File: config.mk
export PLATFORM = sky130hd
export DESIGN_NAME = processorCore
export DESIGN_NICKNAME = d
export VERILOG_FILES = /design/src/common/isaPkg.sv /design/src/common/corePkg.sv /design/src/design/phaseSequencer.sv /design/src/design/instructionDecoder.sv /design/src/design/registerFile.sv /design/src/alu/alu.sv /design/src/design/processorCore.sv
export VERILOG_INCLUDE_DIRS = /design/src /design/src/common
export SDC_FILE = /design/constraint.sdc
export NUM_CORES = 1
export LEC_CHECK = 0
export BUFFER_PORTS_ARGS = -buffer_cell sky130_fd_sc_hd__buf_2
export CAP_MARGIN = 20
export CORE_MARGIN = 2
export CORE_UTILIZATION = 45
export CTS_CLUSTER_DIAMETER = 30
export CTS_CLUSTER_SIZE = 24
export DETAILED_ROUTE_END_ITERATION = 12
export PLACE_DENSITY = 0.68
export RECOVER_POWER = 100
export SLEW_MARGIN = 20
export SYNTH_ARGS = -nofsm -noshare
export SYNTH_HDL_FRONTEND = slang
export SYNTH_SLANG_ARGS = --single-unit
export TNS_END_PERCENT = 50
File: constraint.sdc
create_clock -name CLK -period 7.7 [get_ports CLK]
set_clock_uncertainty 0.05 [all_clocks]
set_input_delay 0.77 -clock CLK [delete_from_list [all_inputs] [get_ports CLK]]
set_output_delay 0.77 -clock CLK [all_outputs]
set_load 0.1 [all_outputs]
File: src/common/core_defines.svh
`ifndef CORE_DEFINES_SVH
`define CORE_DEFINES_SVH

// Data and address bus width
`define WORD_WIDTH 16

// General purpose registers
`define REG_COUNT 16

// Fetch, decode, execute, commit
`define PHASE_COUNT 4

// Byte addressed bus, one word per instruction
`define PC_STEP 2

`endif

File: src/common/isaPkg.sv
package isaPkg;

	// Instruction bits 15:14
	typedef enum logic [1:0] {
		GRP_ALU  = 2'd0,
		GRP_MEM  = 2'd1,
		GRP_JUMP = 2'd2,
		GRP_SYS  = 2'd3
	} group_t;

	// Bits 13:10 of an ALU instruction
	typedef enum logic [3:0] {
		OP_MOV = 4'd0,
		OP_ADD = 4'd1,
		OP_SUB = 4'd2,
		OP_AND = 4'd3,
		OP_OR  = 4'd4,
		OP_XOR = 4'd5,
		OP_SL  = 4'd6,
		OP_SR  = 4'd7
	} aluOp_t;

	// Bits 9:8, operand source
	typedef enum logic [1:0] {
		MODE_REG_REG   = 2'd0,
		MODE_REG_U4    = 2'd1,
		MODE_REGB_U8   = 2'd2,
		MODE_REGA_U8RB = 2'd3
	} aluMode_t;

	// Bit 13 of a memory instruction
	typedef enum logic {
		MEM_LD = 1'b0,
		MEM_ST = 1'b1
	} memOp_t;

	// Bits 12:11 of a jump, sense bit is 13
	typedef enum logic [1:0] {
		COND_Z      = 2'd0,
		COND_C      = 2'd1,
		COND_S      = 2'd2,
		COND_ALWAYS = 2'd3
	} cond_t;

	// Implicit registers of the 8-bit immediate modes
	localparam logic [3:0] REG_RA = 4'd8;
	localparam logic [3:0] REG_RB = 4'd9;

endpackage

File: src/common/corePkg.sv
`include "core_defines.svh"

package corePkg;

	typedef logic [`WORD_WIDTH-1:0] word_t;

	typedef logic [$clog2(`REG_COUNT)-1:0] regIdx_t;

	// Z, C, S flag vector
	typedef logic [2:0] flags_t;

	localparam int FLAG_Z = 0;
	localparam int FLAG_C = 1;
	localparam int FLAG_S = 2;

	// One phase per clock, four per instruction
	typedef enum logic [$clog2(`PHASE_COUNT)-1:0] {
		FETCH,
		DECODE,
		EXECUTE,
		COMMIT
	} phase_t;

endpackage

File: src/design/phaseSequencer.sv
`timescale 1ns/10ps

module phaseSequencer (
	input  logic            CLK,
	input  logic            rstN,
	output corePkg::phase_t phase,
	output logic            fetch,
	output logic            decode,
	output logic            execute,
	output logic            commit
);
	import corePkg::*;

	phase_t nextPhase;

	always_comb begin
		case (phase)
			FETCH:   nextPhase = DECODE;
			DECODE:  nextPhase = EXECUTE;
			EXECUTE: nextPhase = COMMIT;
			default: nextPhase = FETCH;
		endcase
	end

	always_ff @(posedge CLK) begin
		if (!rstN) begin
			phase <= FETCH;
		end else begin
			phase <= nextPhase;
		end
	end

	// One-hot phase pulses
	assign fetch   = (phase == FETCH);
	assign decode  = (phase == DECODE);
	assign execute = (phase == EXECUTE);
	assign commit  = (phase == COMMIT);

endmodule

File: src/design/instructionDecoder.sv
`timescale 1ns/10ps

module instructionDecoder (
	input  corePkg::word_t    instr,
	input  corePkg::flags_t   flags,
	input  corePkg::phase_t   phase,
	output corePkg::regIdx_t  selA,
	output corePkg::regIdx_t  selB,
	output isaPkg::aluOp_t    aluOp,
	output isaPkg::aluMode_t  aluMode,
	output corePkg::word_t    imm,
	output logic              regWrite,
	output logic              flagWrite,
	output logic              memRead,
	output logic              memWrite,
	output logic              jumpTaken
);
	import corePkg::*;
	import isaPkg::*;

	group_t group;
	memOp_t memOp;
	cond_t  cond;
	logic   sense;
	logic   busPhase;
	logic   condMet;

	assign group   = group_t'(instr[15:14]);
	assign aluOp   = aluOp_t'(instr[13:10]);
	assign aluMode = aluMode_t'(instr[9:8]);
	assign memOp   = memOp_t'(instr[13]);
	assign cond    = cond_t'(instr[12:11]);
	assign sense   = instr[13];

	// Byte immediate modes work on RA or RB implicitly
	always_comb begin
		selA = instr[7:4];
		selB = instr[3:0];
		if (group == GRP_ALU && aluMode == MODE_REGB_U8) begin
			selA = REG_RB;
		end
		if (group == GRP_ALU && aluMode == MODE_REGA_U8RB) begin
			selA = REG_RA;
			selB = REG_RB;
		end
	end

	// Zero-extended, the ALU forms the RA.RBL concatenation
	assign imm = (aluMode == MODE_REG_U4) ? word_t'(instr[3:0]) : word_t'(instr[7:0]);

	assign busPhase  = (phase == EXECUTE) || (phase == COMMIT);
	assign memRead   = busPhase && (group == GRP_MEM) && (memOp == MEM_LD);
	assign memWrite  = busPhase && (group == GRP_MEM) && (memOp == MEM_ST);
	assign flagWrite = (phase == COMMIT) && (group == GRP_ALU);
	assign regWrite  = (phase == COMMIT) &&
		((group == GRP_ALU) || ((group == GRP_MEM) && (memOp == MEM_LD)));

	// Selected flag must match the sense bit
	always_comb begin
		case (cond)
			COND_Z:  condMet = (flags[FLAG_Z] == sense);
			COND_C:  condMet = (flags[FLAG_C] == sense);
			COND_S:  condMet = (flags[FLAG_S] == sense);
			default: condMet = 1'b1;
		endcase
	end

	assign jumpTaken = (group == GRP_JUMP) && condMet;

endmodule

File: src/design/registerFile.sv
`timescale 1ns/10ps
`include "core_defines.svh"

module registerFile (
	input  logic             CLK,
	input  logic             rstN,
	input  corePkg::regIdx_t selA,
	input  corePkg::regIdx_t selB,
	input  logic             we,
	input  corePkg::word_t   wdata,
	output corePkg::word_t   rdataA,
	output corePkg::word_t   rdataB
);
	import corePkg::*;

	word_t regs [`REG_COUNT];

	// Destination is always the A select
	always_ff @(posedge CLK) begin
		if (!rstN) begin
			for (int i = 0; i < `REG_COUNT; i++) begin
				regs[i] <= '0;
			end
		end else if (we) begin
			regs[selA] <= wdata;
		end
	end

	// Asynchronous read ports
	assign rdataA = regs[selA];
	assign rdataB = regs[selB];

endmodule

File: src/alu/alu.sv
`timescale 1ns/10ps
`include "core_defines.svh"

module alu (
	input  logic             CLK,
	input  logic             rstN,
	input  corePkg::word_t   opA,
	input  corePkg::word_t   regB,
	input  corePkg::word_t   imm,
	input  isaPkg::aluOp_t   aluOp,
	input  isaPkg::aluMode_t aluMode,
	input  logic             flagWrite,
	output corePkg::word_t   result,
	output corePkg::flags_t  flags
);
	import corePkg::*;
	import isaPkg::*;

	word_t                opB;
	logic                 carry;
	logic [`WORD_WIDTH:0] sum;
	logic [`WORD_WIDTH:0] diff;

	// Immediate high byte over RB low byte in the RA mode
	always_comb begin
		case (aluMode)
			MODE_REG_REG:   opB = regB;
			MODE_REGA_U8RB: opB = {imm[7:0], regB[7:0]};
			default:        opB = imm;
		endcase
	end

	assign sum  = {1'b0, opA} + {1'b0, opB};
	assign diff = {1'b0, opA} - {1'b0, opB};

	// Top bit of diff is the borrow
	always_comb begin
		carry = 1'b0;
		case (aluOp)
			OP_MOV: result = opB;
			OP_ADD: begin
				result = sum[`WORD_WIDTH-1:0];
				carry  = sum[`WORD_WIDTH];
			end
			OP_SUB: begin
				result = diff[`WORD_WIDTH-1:0];
				carry  = diff[`WORD_WIDTH];
			end
			OP_AND: result = opA & opB;
			OP_OR:  result = opA | opB;
			OP_XOR: result = opA ^ opB;
			OP_SL:  result = opA << opB[3:0];
			OP_SR:  result = opA >> opB[3:0];
			default: result = opB;
		endcase
	end

	// Flags change only on the commit of an ALU instruction
	always_ff @(posedge CLK) begin
		if (!rstN) begin
			flags <= '0;
		end else if (flagWrite) begin
			flags[FLAG_Z] <= (result == '0);
			flags[FLAG_C] <= carry;
			flags[FLAG_S] <= result[`WORD_WIDTH-1];
		end
	end

endmodule

File: src/design/processorCore.sv
`timescale 1ns/10ps
`include "core_defines.svh"

module processorCore (
	input  logic           CLK,
	input  logic           rstN,
	input  corePkg::word_t din,
	output corePkg::word_t addr,
	output corePkg::word_t dout,
	output logic           rdN,
	output logic           wrN,
	output logic           fetch,
	output logic           decode,
	output logic           execute,
	output logic           commit
);
	import corePkg::*;
	import isaPkg::*;

	word_t    pc;
	word_t    instr;
	phase_t   phase;
	regIdx_t  selA;
	regIdx_t  selB;
	aluOp_t   aluOp;
	aluMode_t aluMode;
	word_t    imm;
	word_t    rdataA;
	word_t    rdataB;
	word_t    aluResult;
	word_t    wdata;
	flags_t   flags;
	logic     regWrite;
	logic     flagWrite;
	logic     memRead;
	logic     memWrite;
	logic     jumpTaken;

	phaseSequencer i_seq (
		.CLK     (CLK),
		.rstN    (rstN),
		.phase   (phase),
		.fetch   (fetch),
		.decode  (decode),
		.execute (execute),
		.commit  (commit)
	);

	instructionDecoder i_dec (
		.instr     (instr),
		.flags     (flags),
		.phase     (phase),
		.selA      (selA),
		.selB      (selB),
		.aluOp     (aluOp),
		.aluMode   (aluMode),
		.imm       (imm),
		.regWrite  (regWrite),
		.flagWrite (flagWrite),
		.memRead   (memRead),
		.memWrite  (memWrite),
		.jumpTaken (jumpTaken)
	);

	registerFile i_regs (
		.CLK    (CLK),
		.rstN   (rstN),
		.selA   (selA),
		.selB   (selB),
		.we     (regWrite),
		.wdata  (wdata),
		.rdataA (rdataA),
		.rdataB (rdataB)
	);

	alu i_alu (
		.CLK       (CLK),
		.rstN      (rstN),
		.opA       (rdataA),
		.regB      (rdataB),
		.imm       (imm),
		.aluOp     (aluOp),
		.aluMode   (aluMode),
		.flagWrite (flagWrite),
		.result    (aluResult),
		.flags     (flags)
	);

	// Jump target comes from register A
	always_ff @(posedge CLK) begin
		if (!rstN) begin
			pc <= '0;
		end else if (commit) begin
			pc <= jumpTaken ? rdataA : pc + word_t'(`PC_STEP);
		end
	end

	// Memory answers during fetch, latched at the end of decode
	always_ff @(posedge CLK) begin
		if (decode) begin
			instr <= din;
		end
	end

	// Register B holds the data address for LD and ST
	assign addr  = (memRead || memWrite) ? rdataB : pc;
	assign dout  = rdataA;
	assign rdN   = !(fetch || decode || memRead);
	assign wrN   = !memWrite;
	assign wdata = memRead ? din : aluResult;

endmodule

==> results.py <==
metrics = {
    "outcome": {
        "outcome": "finished with violations",
        "violations": "max-capacitance violations, max-slew violations",
    },
    "cts": {
        "cts_resized": 0,
        "post_cts_buffers": 0,
        "cts_buffers": 67,
        "cts.sinks": 293,
        "ctsLongestPathBuffers": 3,
        "clk_pin_slew_ns": 0.06,
        "clock_latency_ns": 0.59,
        "cts_hold_buffers": 0,
        "clockRootBuffer": "clkbuf_16",
        "cts_tree": "yes",
        "htreeDepth": 3,
    },
    "sta": {
        "fin_setup_tns_ns": 0,
        "drv_slew": 183,
        "post-route-min-period_ns": 7.464,
        "rsz0062_at_grt": "no",
        "relSlewSlack": -0.4053,
        "setup-violations-final": 0,
        "fin_crit_sh": 0.9694,
        "hold_violations": 0,
        "worst_pin_slew_ns": 2.108,
        "fmax_mhz": 134.0,
    },
    "global_route": {
        "grt_pass1_vias": 20300,
        "grtUsageMet3": 0.07739,
        "track_usage": 0.3846,
        "grt_pass1_wl_um": 136000,
        "grt_max_degree": 47,
        "grt_overflow": 0,
        "top_usage_layer": "met2",
        "met1_usage": 0.4694,
        "antenna_found_initial": 1,
        "met2_usage": 0.6073,
    },
    "final_layout": {
        "syn2layout_area_growth_pct": 14.63,
        "antenna_cells": 0,
        "nNetsFinal": 2423,
        "layout_commonest_cell": "nor2_1",
        "final_cell_mix": "nor2_1, edfxtp_1, nand2_1, a211oi_1, a21oi_1",
        "drive_gt1_frac": 0.1318,
        "design_area_um2": 24240,
        "nFillCells": 4290,
    },
    "logic_synthesis": {
        "yosys.cell_types.count": 94,
        "yosys_warnings": 0,
        "synth-main-ff-cell": "edfxtp_1",
        "synthesis.nets": 2387,
        "ys_seq_area_frac": 0.4061,
        "synthDominantCellAreaShare": 0.3862,
        "post_synth_main_area_contributors": "edfxtp_1, nor2_1, a211oi_1",
        "netlist_area_um2": 21150,
        "async_reset_ff_frac": 0,
        "synth_cells": 2306,
        "yosys_register_bits": 293,
        "yosysTopAreaCell": "edfxtp_1",
        "synth_edf_count": 272,
        "avgSynthCellArea_um2": 9.170,
    },
    "hold_path": {
        "worstHoldPathType": "input pin to register",
    },
    "job": {
        "cap_viol_max_count": 10,
    },
    "routing": {
        "avgRoutedWirePerCell_um": 31.56,
        "antenna_left": 0,
        "wirelength_um": 94810,
        "drt-initial-drc-count": 3142,
        "drt-vias-per-instance": 7.042,
        "num_vias": 21150,
        "dr.pass1.iters": 8,
        "drc": 0,
    },
    "setup_path": {
        "path_class": "register to register",
        "crit_fanout": 16,
        "startpoint_type": "register",
        "path_cells": "ha_1 > nor3b_4 > buf_4 > nor2_2 > o2111ai_1 > and3_1 > o21ai_1 > ha_1 > nand2b_1 > a221oi_1 > nor4_1 > o41ai_1 > o221a_1 > a31oi_1 > a21oi_1 > nand3_1 > o32a_1 > mux2i_2 > buf_4 > nor2_1",
        "cp-end-kind": "register",
        "max_stage_delay_ns": 0.89,
        "slowest_stage": "nor2_2",
        "crit_arrival_ns": 7.69,
        "crit_required_ns": 7.92,
    },
    "power": {
        "cellLeakagePower_nw": 9.036,
        "powerDensity_nw_per_um2": 482.2,
        "ir_drop_v": 0.0005100,
    },
    "floorplanning": {
        "start_util": 0.4552,
        "chipWidth_um": 220.8,
        "rows": 79,
        "io_pins": 56,
        "core_um2": 46460,
        "fp.dieH_um": 220.8,
        "die_area_um2": 48740,
    },
    "placed_design": {
        "io_buffers": 55,
        "gp_congestion": 1.033,
        "dpl.hpwl_um": 63680,
        "placed_cell_area_um2": 22180,
    },
}
## critical path, delay by kind of cell (launching register included)
kind | cells | cell delay, ns
multiplexers | 1 | 0.17
adder cells (fa/ha/maj) | 2 | 0.77
AND/OR/NAND/NOR | 7 | 2.01
flip-flops | 1 | 0.42
buffers and inverters | 2 | 0.52
AO/OA/AOI/OAI | 8 | 3.24
## Yosys cell counts, drive strengths merged (14+ instances only)
master and instances:
buf 99, nor2b 32, o31ai 21, and3 23, a21oi 92, mux2i 86, nand2 221, or3 52
o41ai 19, a31oi 27, nor2 381, a22oi 17, nand2b 15, edfxtp 272, a211oi 151, clkbuf 108
nand3 29, dfxtp 21, nor3 28, mux4 22, a311oi 16, o22ai 78, o21ai 69, ha 61
a21o 14, o211ai 25, inv 61, nor4 19, nand4 21, mux2 40
## sequential cells by signal, indices dropped and copies added (netlist names)
register     cells
instr           16
i_seq.phase      2
i_alu.flags      3
pc              16
i_regs.regs    256
## power breakdown
part | internal (W) | total [W] | switching [W]
Sequential | 0.00184 | 0.00196 | 0.000115
Clock | 0.00186 | 0.00286 | 0.000997
Combinational | 0.00184 | 0.00687 | 0.00503
Total | 0.00554 | 0.0117 | 0.00615
## layer usage
layer  share of wire  up-vias
li1                -     8823
met1            0.35    10020
met2            0.45     1847
met3            0.12      466
met4           0.083        2
met5         0.00014        -
## cells by family after synthesis
kind of cell,after synthesis,share of synthesized area
and+or+nand+nor,859,0.1840
AOI/OAI and AO/OA,655,0.2213
DFF,293,0.4061
buffers and inverters,271,0.05680
muxes,148,0.08674
adders and majority gates,63,0.03799
xor gates and xnor gates,17,0.007041
## final cells by class
cell class / instances / area [um2] / area share
repair buffers: 174 / 991.0 / 0.04088
clock inverters: 49 / 510.5 / 0.02106
well taps: 607 / 759.5 / 0.03133
clock buffers: 75 / 1749 / 0.07216
multi-input cells: 1742 / 11400 / 0.4701
inverters: 64 / 245.2 / 0.01012
flip-flops and latches: 293 / 8588 / 0.3543
## per-stage QoR
stage            util  power [W]  setup WS, ns  hold WS (ns)  instances
3_3_place_gp   0.4767   0.008631        0.9467        0.4063       2877
6_report       0.5218    0.01169        0.2357        0.3290       3004
5_1_grt        0.5218    0.01205        0.1016        0.3210       3004
4_1_cts        0.5260    0.01150        0.7777        0.3116       3002
3_5_place_dp   0.4773   0.008632        0.7775        0.4131       2878
2_1_floorplan       -   0.006490         1.155        0.3932       2306
## path summary, 6_finish.rpt
check	from	to	slack, ns	cells after the start
hold / removal	din[12]	instr[12]$_DFFE_PP_	0.33	1
setup reg to reg	instr[8]$_DFFE_PP_	i_regs.regs[12][15]$_SDFFCE_PN0P_	0.24	20
setup / recovery	instr[8]$_DFFE_PP_	i_regs.regs[12][15]$_SDFFCE_PN0P_	0.24	20
hold reg to reg	i_alu.flags[2]$_SDFFE_PN0P_	i_alu.flags[2]$_SDFFE_PN0P_	0.42	2
No activity file was read; power rests on OpenSTA's default activity.
